$ cat config.mk
export PLATFORM = sky130hd
export DESIGN_NAME = gfx_top
export DESIGN_NICKNAME = d
export VERILOG_FILES = /design/src/gfx_fb_pkg.sv /design/src/gfx_cmd_pkg.sv /design/src/gfx_clear.sv /design/src/gfx_cmd_ctrl.sv /design/src/gfx_fb_writer.sv /design/src/gfx_top.sv
export SDC_FILE = /design/constraint.sdc
export NUM_CORES = 2
export LEC_CHECK = 0
export BUFFER_PORTS_ARGS = -buffer_cell sky130_fd_sc_hd__buf_2
export CORE_MARGIN = 1
export CORE_UTILIZATION = 55
export DETAILED_ROUTE_END_ITERATION = 12
export PLACE_DENSITY = 0.71
export SLEW_MARGIN = 0
export SYNTH_ARGS = -nofsm -noshare
export SYNTH_HDL_FRONTEND = slang
export SYNTH_HIERARCHICAL = 1
export SYNTH_SLANG_ARGS = --single-unit
$ cat constraint.sdc
create_clock -name clk -period 6.6 [get_ports clk]
set_clock_uncertainty 0.15 [all_clocks]
set_input_delay 1.65 -clock clk [delete_from_list [all_inputs] [get_ports clk]]
set_output_delay 1.65 -clock clk [all_outputs]
set_load 0.02 [all_outputs]
$ cat src/gfx_fb_pkg.sv
package gfx_fb_pkg;

  // Frame geometry
  localparam int fb_width      = 16;
  localparam int fb_height     = 12;
  localparam int fb_pixels     = fb_width * fb_height;
  localparam int fb_pixel_bits = 12;

  // Coordinate and address widths
  localparam int fb_x_bits    = 4;
  localparam int fb_y_bits    = 4;
  localparam int fb_addr_bits = 8;

  typedef logic [fb_x_bits-1:0]     fb_x_t;
  typedef logic [fb_y_bits-1:0]     fb_y_t;
  typedef logic [fb_pixel_bits-1:0] fb_color_t;

  // Last coordinate of the raster walk
  localparam fb_x_t fb_max_x = fb_x_t'(fb_width - 1);
  localparam fb_y_t fb_max_y = fb_y_t'(fb_height - 1);

  // One pixel write on the internal stream
  typedef struct packed {
    fb_x_t     x;
    fb_y_t     y;
    fb_color_t color;
  } fb_pixel_t;

  // True when the coordinate lies inside the visible frame
  function automatic logic fb_in_frame(fb_x_t x, fb_y_t y);
    return (int'(x) < fb_width) && (int'(y) < fb_height);
  endfunction

endpackage

$ cat src/gfx_cmd_pkg.sv
package gfx_cmd_pkg;

  typedef enum logic [1:0] {
    op_clear = 2'd0,
    op_plot  = 2'd1
  } gfx_op_e;

  // Command as presented with cmd_valid
  typedef struct packed {
    gfx_op_e               op;
    gfx_fb_pkg::fb_x_t     x;
    gfx_fb_pkg::fb_y_t     y;
    gfx_fb_pkg::fb_color_t color;
  } gfx_cmd_t;

  // Controller FSM states
  typedef enum logic [1:0] {
    st_idle   = 2'd0,
    st_clear  = 2'd1,
    st_plot   = 2'd2,
    st_finish = 2'd3
  } gfx_state_e;

endpackage

$ cat src/gfx_clear.sv
`timescale 1ns/1ps

module gfx_clear (
  input  logic                  clk,
  input  logic                  reset,
  input  logic                  start,
  input  gfx_fb_pkg::fb_color_t color,
  output gfx_fb_pkg::fb_pixel_t pix,
  output logic                  pvalid,
  input  logic                  pready,
  output logic                  last
);

  gfx_fb_pkg::fb_x_t     cur_x;
  gfx_fb_pkg::fb_y_t     cur_y;
  gfx_fb_pkg::fb_color_t color_q;
  logic                  xfer;
  logic                  at_end;

  assign xfer   = pvalid && pready;
  assign at_end = (cur_x == gfx_fb_pkg::fb_max_x) && (cur_y == gfx_fb_pkg::fb_max_y);

  // Final coordinate is flagged only while it is actually offered
  assign last = pvalid && at_end;

  assign pix = '{x: cur_x, y: cur_y, color: color_q};

  // Clear color held for the whole frame
  always_ff @(posedge clk) begin
    if (start) begin
      color_q <= color;
    end
  end

  // Raster counters, x first then y
  always_ff @(posedge clk) begin
    if (reset) begin
      cur_x <= '0;
      cur_y <= '0;
    end else if (start) begin
      cur_x <= '0;
      cur_y <= '0;
    end else if (xfer && !at_end) begin
      if (cur_x == gfx_fb_pkg::fb_max_x) begin
        cur_x <= '0;
        cur_y <= cur_y + 1'b1;
      end else begin
        cur_x <= cur_x + 1'b1;
      end
    end
  end

  // Stream stays valid from start until the last pixel is taken
  always_ff @(posedge clk) begin
    if (reset) begin
      pvalid <= 1'b0;
    end else if (start) begin
      pvalid <= 1'b1;
    end else if (xfer && at_end) begin
      pvalid <= 1'b0;
    end
  end

endmodule

$ cat src/gfx_cmd_ctrl.sv
`timescale 1ns/1ps

module gfx_cmd_ctrl (
  input  logic                   clk,
  input  logic                   reset,
  input  logic                   cmd_valid,
  input  gfx_cmd_pkg::gfx_cmd_t  cmd,
  output logic                   busy,
  output logic                   done,
  output logic                   clr_start,
  output gfx_fb_pkg::fb_color_t  clr_color,
  input  gfx_fb_pkg::fb_pixel_t  clr_pix,
  input  logic                   clr_pvalid,
  input  logic                   clr_last,
  output logic                   clr_pready,
  output gfx_fb_pkg::fb_pixel_t  wr_pix,
  output logic                   wr_pvalid,
  input  logic                   wr_pready
);

  gfx_cmd_pkg::gfx_state_e state;
  gfx_cmd_pkg::gfx_state_e state_next;
  gfx_cmd_pkg::gfx_cmd_t   cmd_q;
  gfx_fb_pkg::fb_pixel_t   plot_pix;
  logic                    accept;
  logic                    wr_xfer;
  logic                    in_clear;

  // Strobes arriving while busy are simply dropped
  assign accept   = cmd_valid && (state == gfx_cmd_pkg::st_idle);
  assign wr_xfer  = wr_pvalid && wr_pready;
  assign in_clear = (state == gfx_cmd_pkg::st_clear);

  always_comb begin
    state_next = state;
    unique case (state)
      gfx_cmd_pkg::st_idle: begin
        if (accept) begin
          if (cmd.op == gfx_cmd_pkg::op_clear) begin
            state_next = gfx_cmd_pkg::st_clear;
          end else if (cmd.op == gfx_cmd_pkg::op_plot &&
                       gfx_fb_pkg::fb_in_frame(cmd.x, cmd.y)) begin
            state_next = gfx_cmd_pkg::st_plot;
          end else begin
            // Off-frame plot or unknown op completes without a write
            state_next = gfx_cmd_pkg::st_finish;
          end
        end
      end
      gfx_cmd_pkg::st_clear: begin
        if (wr_xfer && clr_last) begin
          state_next = gfx_cmd_pkg::st_finish;
        end
      end
      gfx_cmd_pkg::st_plot: begin
        if (wr_xfer) begin
          state_next = gfx_cmd_pkg::st_finish;
        end
      end
      gfx_cmd_pkg::st_finish: begin
        state_next = gfx_cmd_pkg::st_idle;
      end
    endcase
  end

  always_ff @(posedge clk) begin
    if (reset) begin
      state <= gfx_cmd_pkg::st_idle;
    end else begin
      state <= state_next;
    end
  end

  always_ff @(posedge clk) begin
    if (accept) begin
      cmd_q <= cmd;
    end
  end

  // Registered so the first clear pixel lands two cycles after acceptance
  always_ff @(posedge clk) begin
    if (reset) begin
      clr_start <= 1'b0;
    end else begin
      clr_start <= accept && (cmd.op == gfx_cmd_pkg::op_clear);
    end
  end

  assign clr_color = cmd_q.color;
  assign plot_pix  = '{x: cmd_q.x, y: cmd_q.y, color: cmd_q.color};

  // Stream mux toward the writer
  assign wr_pix     = in_clear ? clr_pix : plot_pix;
  assign wr_pvalid  = (state == gfx_cmd_pkg::st_plot) || (in_clear && clr_pvalid);
  assign clr_pready = in_clear && wr_pready;

  assign busy = (state != gfx_cmd_pkg::st_idle);
  assign done = (state == gfx_cmd_pkg::st_finish);

endmodule

$ cat src/gfx_fb_writer.sv
`timescale 1ns/1ps

module gfx_fb_writer (
  input  logic                  clk,
  input  logic                  reset,
  input  gfx_fb_pkg::fb_pixel_t wr_pix,
  input  logic                  wr_pvalid,
  output logic                  wr_pready,
  input  logic                  rd_en,
  input  gfx_fb_pkg::fb_x_t     rd_x,
  input  gfx_fb_pkg::fb_y_t     rd_y,
  output logic                  rd_valid,
  output gfx_fb_pkg::fb_color_t rd_data
);

  gfx_fb_pkg::fb_color_t mem [gfx_fb_pkg::fb_pixels];

  logic [gfx_fb_pkg::fb_addr_bits-1:0] wr_addr;
  logic [gfx_fb_pkg::fb_addr_bits-1:0] rd_addr;
  logic                                wr_xfer;
  logic                                wr_ok;
  logic                                rd_ok;

  // Row-major layout, y * width + x
  function automatic logic [gfx_fb_pkg::fb_addr_bits-1:0] fb_addr(
    gfx_fb_pkg::fb_x_t x,
    gfx_fb_pkg::fb_y_t y
  );
    return gfx_fb_pkg::fb_addr_bits'(int'(y) * gfx_fb_pkg::fb_width + int'(x));
  endfunction

  assign wr_addr = fb_addr(wr_pix.x, wr_pix.y);
  assign rd_addr = fb_addr(rd_x, rd_y);
  assign wr_ok   = gfx_fb_pkg::fb_in_frame(wr_pix.x, wr_pix.y);
  assign rd_ok   = gfx_fb_pkg::fb_in_frame(rd_x, rd_y);

  // Reads own the single port, so the stream stalls in read cycles
  assign wr_pready = !rd_en;
  assign wr_xfer   = wr_pvalid && wr_pready;

  always_ff @(posedge clk) begin
    if (rd_en) begin
      if (rd_ok) begin
        rd_data <= mem[rd_addr];
      end else begin
        rd_data <= '0;
      end
    end else if (wr_xfer && wr_ok) begin
      mem[wr_addr] <= wr_pix.color;
    end
  end

  always_ff @(posedge clk) begin
    if (reset) begin
      rd_valid <= 1'b0;
    end else begin
      rd_valid <= rd_en;
    end
  end

endmodule

$ cat src/gfx_top.sv
`timescale 1ns/1ps

module gfx_top (
  input  logic                  clk,
  input  logic                  reset,
  input  logic                  cmd_valid,
  input  gfx_cmd_pkg::gfx_cmd_t cmd,
  output logic                  busy,
  output logic                  done,
  input  logic                  rd_en,
  input  gfx_fb_pkg::fb_x_t     rd_x,
  input  gfx_fb_pkg::fb_y_t     rd_y,
  output logic                  rd_valid,
  output gfx_fb_pkg::fb_color_t rd_data
);

  // Clear generator stream
  logic                  clr_start;
  gfx_fb_pkg::fb_color_t clr_color;
  gfx_fb_pkg::fb_pixel_t clr_pix;
  logic                  clr_pvalid;
  logic                  clr_pready;
  logic                  clr_last;

  // Muxed stream into the framebuffer
  gfx_fb_pkg::fb_pixel_t wr_pix;
  logic                  wr_pvalid;
  logic                  wr_pready;

  gfx_cmd_ctrl ctrl0 (
    .clk        (clk),
    .reset      (reset),
    .cmd_valid  (cmd_valid),
    .cmd        (cmd),
    .busy       (busy),
    .done       (done),
    .clr_start  (clr_start),
    .clr_color  (clr_color),
    .clr_pix    (clr_pix),
    .clr_pvalid (clr_pvalid),
    .clr_last   (clr_last),
    .clr_pready (clr_pready),
    .wr_pix     (wr_pix),
    .wr_pvalid  (wr_pvalid),
    .wr_pready  (wr_pready)
  );

  gfx_clear clear0 (
    .clk    (clk),
    .reset  (reset),
    .start  (clr_start),
    .color  (clr_color),
    .pix    (clr_pix),
    .pvalid (clr_pvalid),
    .pready (clr_pready),
    .last   (clr_last)
  );

  gfx_fb_writer writer0 (
    .clk       (clk),
    .reset     (reset),
    .wr_pix    (wr_pix),
    .wr_pvalid (wr_pvalid),
    .wr_pready (wr_pready),
    .rd_en     (rd_en),
    .rd_x      (rd_x),
    .rd_y      (rd_y),
    .rd_valid  (rd_valid),
    .rd_data   (rd_data)
  );

endmodule

Word-level counts from Yosys, hierarchy flattened

Memories as Yosys holds them, arrays and structs flattened. A register that Yosys moved wholly into a read port is not among the register bits.
Cells that the tools add are included.

Output and inout port bits: 15
RAM bits: 2304
Bits of input ports: 34
Word-level logic and storage cells: 64
Flip-flop bits (word level): 45
Memories: 1

Memory list:

| name        | words | bits a word | rd ports | clocked after memory_dff | write ports | RTL line            | text |
|---|---|---|---|---|---|---|---|
| writer0.mem | 192   | 12          | 1        | 1                        | 1           | gfx_fb_writer.sv:16 | `gfx_fb_pkg::fb_color_t mem [gfx_fb_pkg::fb_pixels];` |

Add/subtract/negate cells: 4
Magnitude comparators: 3
Reductions and logical operators: 24
Mux-type cells: 13
Eq/ne operators: 9

Operators with widths:

| operator                                              | number |
|---|---|
| 2-to-1 mux 20 bit                                     | 1 |
| adder 8 x 4 -> 8 bit                                  | 2 |
| logical AND 1 bit                                     | 13 |
| < comparator 4 bit, second input constant             | 3 |
| adder 4 x 1 -> 4 bit, second input constant           | 2 |
| equality test 4 bit, second input constant            | 2 |
| 2-to-1 mux 2 bit                                      | 4 |
| case mux 2 bit (4 select lines)                       | 1 |
| 2-to-1 mux 1 bit                                      | 6 |
| equality test 2 x 1 -> 1 bit, second input constant   | 2 |
| equality test 2 bit, second input constant            | 2 |
| zero test 2 bit                                       | 2 |
| 2-to-1 mux 4 bit                                      | 1 |
| inequality test 2 x 1 -> 1 bit, second input constant | 2 |
| nonzero test 2 bit                                    | 2 |
| zero test 1 bit                                       | 3 |
| AND reduction 3 bit                                   | 1 |
| inequality test 2 bit, second input constant          | 1 |
| AND reduction 2 bit                                   | 1 |
| OR reduction 2 bit                                    | 1 |
| logical OR 1 bit                                      | 1 |

Logic depth before layout (Yosys ltp)

Word-level depth: 8
Depth in mapped cells: 13
Gate-level depth less buffers: 7

Modules after synthesis

The synthesis kept the hierarchy.

By module, submodules not included:

| module        | cells an instance | sequential area each (um^2) | area each (um^2) | times used |
|---|---|---|---|---|
| gfx_fb_writer | 3949              | 69566.7                     | 89291.9          | 1 |
| gfx_cmd_ctrl  | 84                | 660.6                       | 1197.4           | 1 |
| gfx_clear     | 68                | 540.5                       | 847.1            | 1 |

Least setup slack after synthesis

OpenSTA, ideal clock, no wires.

Kind: input port to flip-flop
From: input port rd_x[0]
To: register writer0.rd_data[10] (read register of writer0.mem), data pin
Data required time: 6177 ps
Setup slack: 2422 ps
Data arrival time: 3755 ps
Path buffers: 4
Stages on the path: 10
Library setup time: 273 ps
Path through: buf_6 buf_12 buf_4 buf_2 mux4_2 mux4_2 mux2i_1 nor2_1 a21oi_1 o32ai_1

Cells in the longest elaborated chain, start to end: 1

RTL lines:

| element              | RTL line            | text |
|---|---|---|
| start, declared      | gfx_top.sv:11       | `input gfx_fb_pkg::fb_x_t rd_x,` |
| adder 8 x 4 -> 8 bit | gfx_fb_writer.sv:29 | `return gfx_fb_pkg::fb_addr_bits'(int'(y) * gfx_fb_pkg::fb_width + int'(x));` |
| end, declared        | gfx_fb_writer.sv:13 | `output gfx_fb_pkg::fb_color_t rd_data` |

Every way passes these cells.
A chain may end at the register's enable or synchronous reset.

Worst setup path in the final report

From: input port rd_x[1]
To: register writer0.rd_data[8] (read register of writer0.mem), data pin

Same word-level chain as after synthesis.

==> impl_metrics.csv <==
group,metric,value,unit
status,status,"finished, final reports clean",
setup_path,max_stage_delay,0.95,ns
timing,hold_violations,0,
logic_synthesis,synth-seq-cells,2361,
timing,slew_headroom,21.78,%
global_routing,antenna_found_initial,8,
clocking,hold_buffers,0,
global_routing,overflow,0,
final_layout,final_util,62.10,%
final_layout,diodes,0,
logic_synthesis,synth_flop_cell,"edfxtp_1",
clocking,clock_latency,0.87,ns
logic_synthesis,synth_edf_count,2348,
floorplan,start_util,55.36,%
placement,hpwlAfterDp,143900,um
timing,holdWs,0.3278,ns
floorplan,die_h,409.5,um
final_layout,final_cells,6805,
final_layout,num-fill-cells,11020,
floorplan,ios,49,
route,vias_per_cell,6.734,
logic_synthesis,syn_avg_cell_area,22.27,um2
floorplan,die-width,409.5,um
timing,grt_setup_unrepaired,"false",
setup_path,worstPathRequired,7.04,ns
pwr,ir_drop,709.9,uV
route,ant_nets,0,
pwr,power_density,326.8,nW/um2
global_routing,grt_max_degree,142,
logic_synthesis,ys_async_sr_fraction,0,%
clocking,post_cts_buffers,0,
logic_synthesis,synthTopCellsByCount,"edfxtp_1, mux4_2, nor2_1",
clocking,cts_resized,0,
route,via_count,45830,
clocking,cts_buffer_depth,3,
timing,fmaxAchievable,201.6,MHz
pwr,p_leak,32.19,nW
route,routedWlPerCell,34.74,um
setup_path,crit_path_max_fanout,78,
logic_synthesis,synth_area,91340,um2
logic_synthesis,synthCells,4101,
logic_synthesis,ys_seq_area_share,77.48,%
timing,tightestPinTransition,1.171,ns
logic_synthesis,yosys.area.top_type,"edfxtp_1",
timing,final-max-slew-violation-count,0,
placement,placed_cells,6407,
floorplan,placementRows,149,
run,maxCapViolations,0,
global_routing,grt_pass1_wl,336500,um
final_layout,area_growth,12.17,%
setup_path,start_kind,"primary input",
placement,dp_worst_setup_slack,1.035,ns
setup_path,cp-end-kind,"register",
route,dr.pass1.iters,6,
timing,min_period,4.962,ns
logic_synthesis,syn_nets,4142,
global_routing,track_usage,28.62,%
route,drc,0,
clocking,clock_tree.root_cell,"clkbuf_16",
setup_path,crit_buf_inv,2,
logic_synthesis,synth_cell_types,69,
clocking,cts_tree,"yes",
logic_synthesis,synth_most_common_cell,"edfxtp_1",
final_layout,drive_gt1_share,28.60,%
clocking,cts_buffers,223,
logic_synthesis,synthTopCellsByArea,"edfxtp_1, mux4_2, nor2_1",
setup_path,slowest_stage,"nor4b_1",
timing,setup_tns,0,ns
setup_path,path_delay_family,"simple AND/OR/NAND/NOR gates",
logic_synthesis,synth_top_area_share,77.20,%
placement,portBuffers,48,
clocking,clk_pin_slew,0.06,ns
floorplan,die_area,167700,um2
setup_path,crit_arrival,5.40,ns
worst_hold_path,min_path_type,"register to register",
global_routing,first_global_vias,45130,
route,drt_wl_total,236400,um
route,drt_iter0_drc,6910,
placement,gp_congestion,0.9341,
logic_synthesis,synth_warnings,6,
setup_path,path_class,"primary input to register",
clocking,numClockSinks,2361,
floorplan,core,165000,um2
timing,fin_crit_sh,75.17,%
timing,setup_viol,0,
clocking,h-tree-depth,4,
timing,fin_ws,1.638,ns
setup_path,path_cells,"buf_8 -> buf_4 -> nand2_1 -> o22ai_1 -> nor3_1 -> o21ai_0 -> nor4b_1 -> o32ai_1",
final_layout,layout.nets,4484,
## cells in the final DEF, fill, tap and decap left out, drive strengths merged, types with 24 or more instances in the layout
master     n
o22ai     33
nand2     78
a21oi     43
nor3      24
mux2i     79
mux4     607
buf      353
clkbuf   287
mux2      39
edfxtp  2348
a22oi     63
nor2     229
nor2b     39
clkinv    94
nand3     45
## flip-flops by register name, indices dropped and copies added, names as in the netlist
name	cells
writer0/mem	2304
clear0/pvalid	1
ctrl0/clr_color	12
ctrl0/clr_start	1
clear0/cur_x	4
ctrl0/state	2
writer0/rd_data	12
clear0/color_q	12
clear0/cur_y	4
writer0/rd_valid	1
ctrl0/cmd_q	8
## report_power, final
group          internal, W  total (W)  switching (W)
sequential          0.0181     0.0182      0.0000523
clock              0.00652     0.0119        0.00538
combinational     0.000718    0.00343        0.00271
total               0.0253     0.0335        0.00815
## layout make-up
class / count / area, um2 / area share (%)
repair buffers: 353 / 2738 / 2.672
multi-input cells: 1492 / 19460 / 18.99
inverters: 12 / 47.55 / 0.04641
well taps: 2189 / 2739 / 2.673
clock inverters: 111 / 758.2 / 0.7401
clock buffers: 287 / 5946 / 5.803
flip-flops and latches: 2361 / 70770 / 69.07
## metrics by stage
step	power, W	instance area (um2)
5_1_grt	0.03429	102500
3_5_place_dp	0.02186	95750
3_3_place_gp	0.02174	95750
2_1_floorplan	0.02034	91340
4_1_cts	0.03358	102500
6_report	0.03349	102500
## routing by layer
| layer | part of all wire [%] | wire, um | global-route usage (%) | up-vias |
|---|---|---|---|---|
| met1 | 37 | 87810 | 40.68 | 24230 |
| met2 | 47 | 110500 | 43.62 | 3108 |
| met5 | 0.013 | 30 | 0 | - |
| li1 | - | - | - | 17990 |
| met4 | 4.1 | 9710 | 10.96 | 4 |
| met3 | 12 | 28280 | 6.705 | 491 |
## cells by family (layout without fill, tap and decap cells)
logic type / Yosys count / count (layout) / share of synthesized area (%)
AOI/OAI and AO/OA: 276 / 276 / 2.169
adders and majority gates: 7 / 7 / 0.09589
buffers and inverters: 248 / 763 / 1.501
DFF: 2361 / 2361 / 77.48
muxes: 725 / 725 / 16.34
and+or+nand+nor: 484 / 484 / 2.415
## final timing paths
| check | startpoint | to | slack [ns] | depth (start not counted) |
|---|---|---|---|---|
| max reg2reg | ctrl0/state[1] | writer0/mem[9][0] | 2.41 | 7 |
| max | rd_x[1] | writer0/rd_data[8] | 1.64 | 8 |
| min | ctrl0/clr_color[1] | clear0/color_q[1] | 0.33 | 0 |
| min reg2reg | ctrl0/clr_color[1] | clear0/color_q[1] | 0.33 | 0 |
No activity file was read; power rests on OpenSTA's default activity.
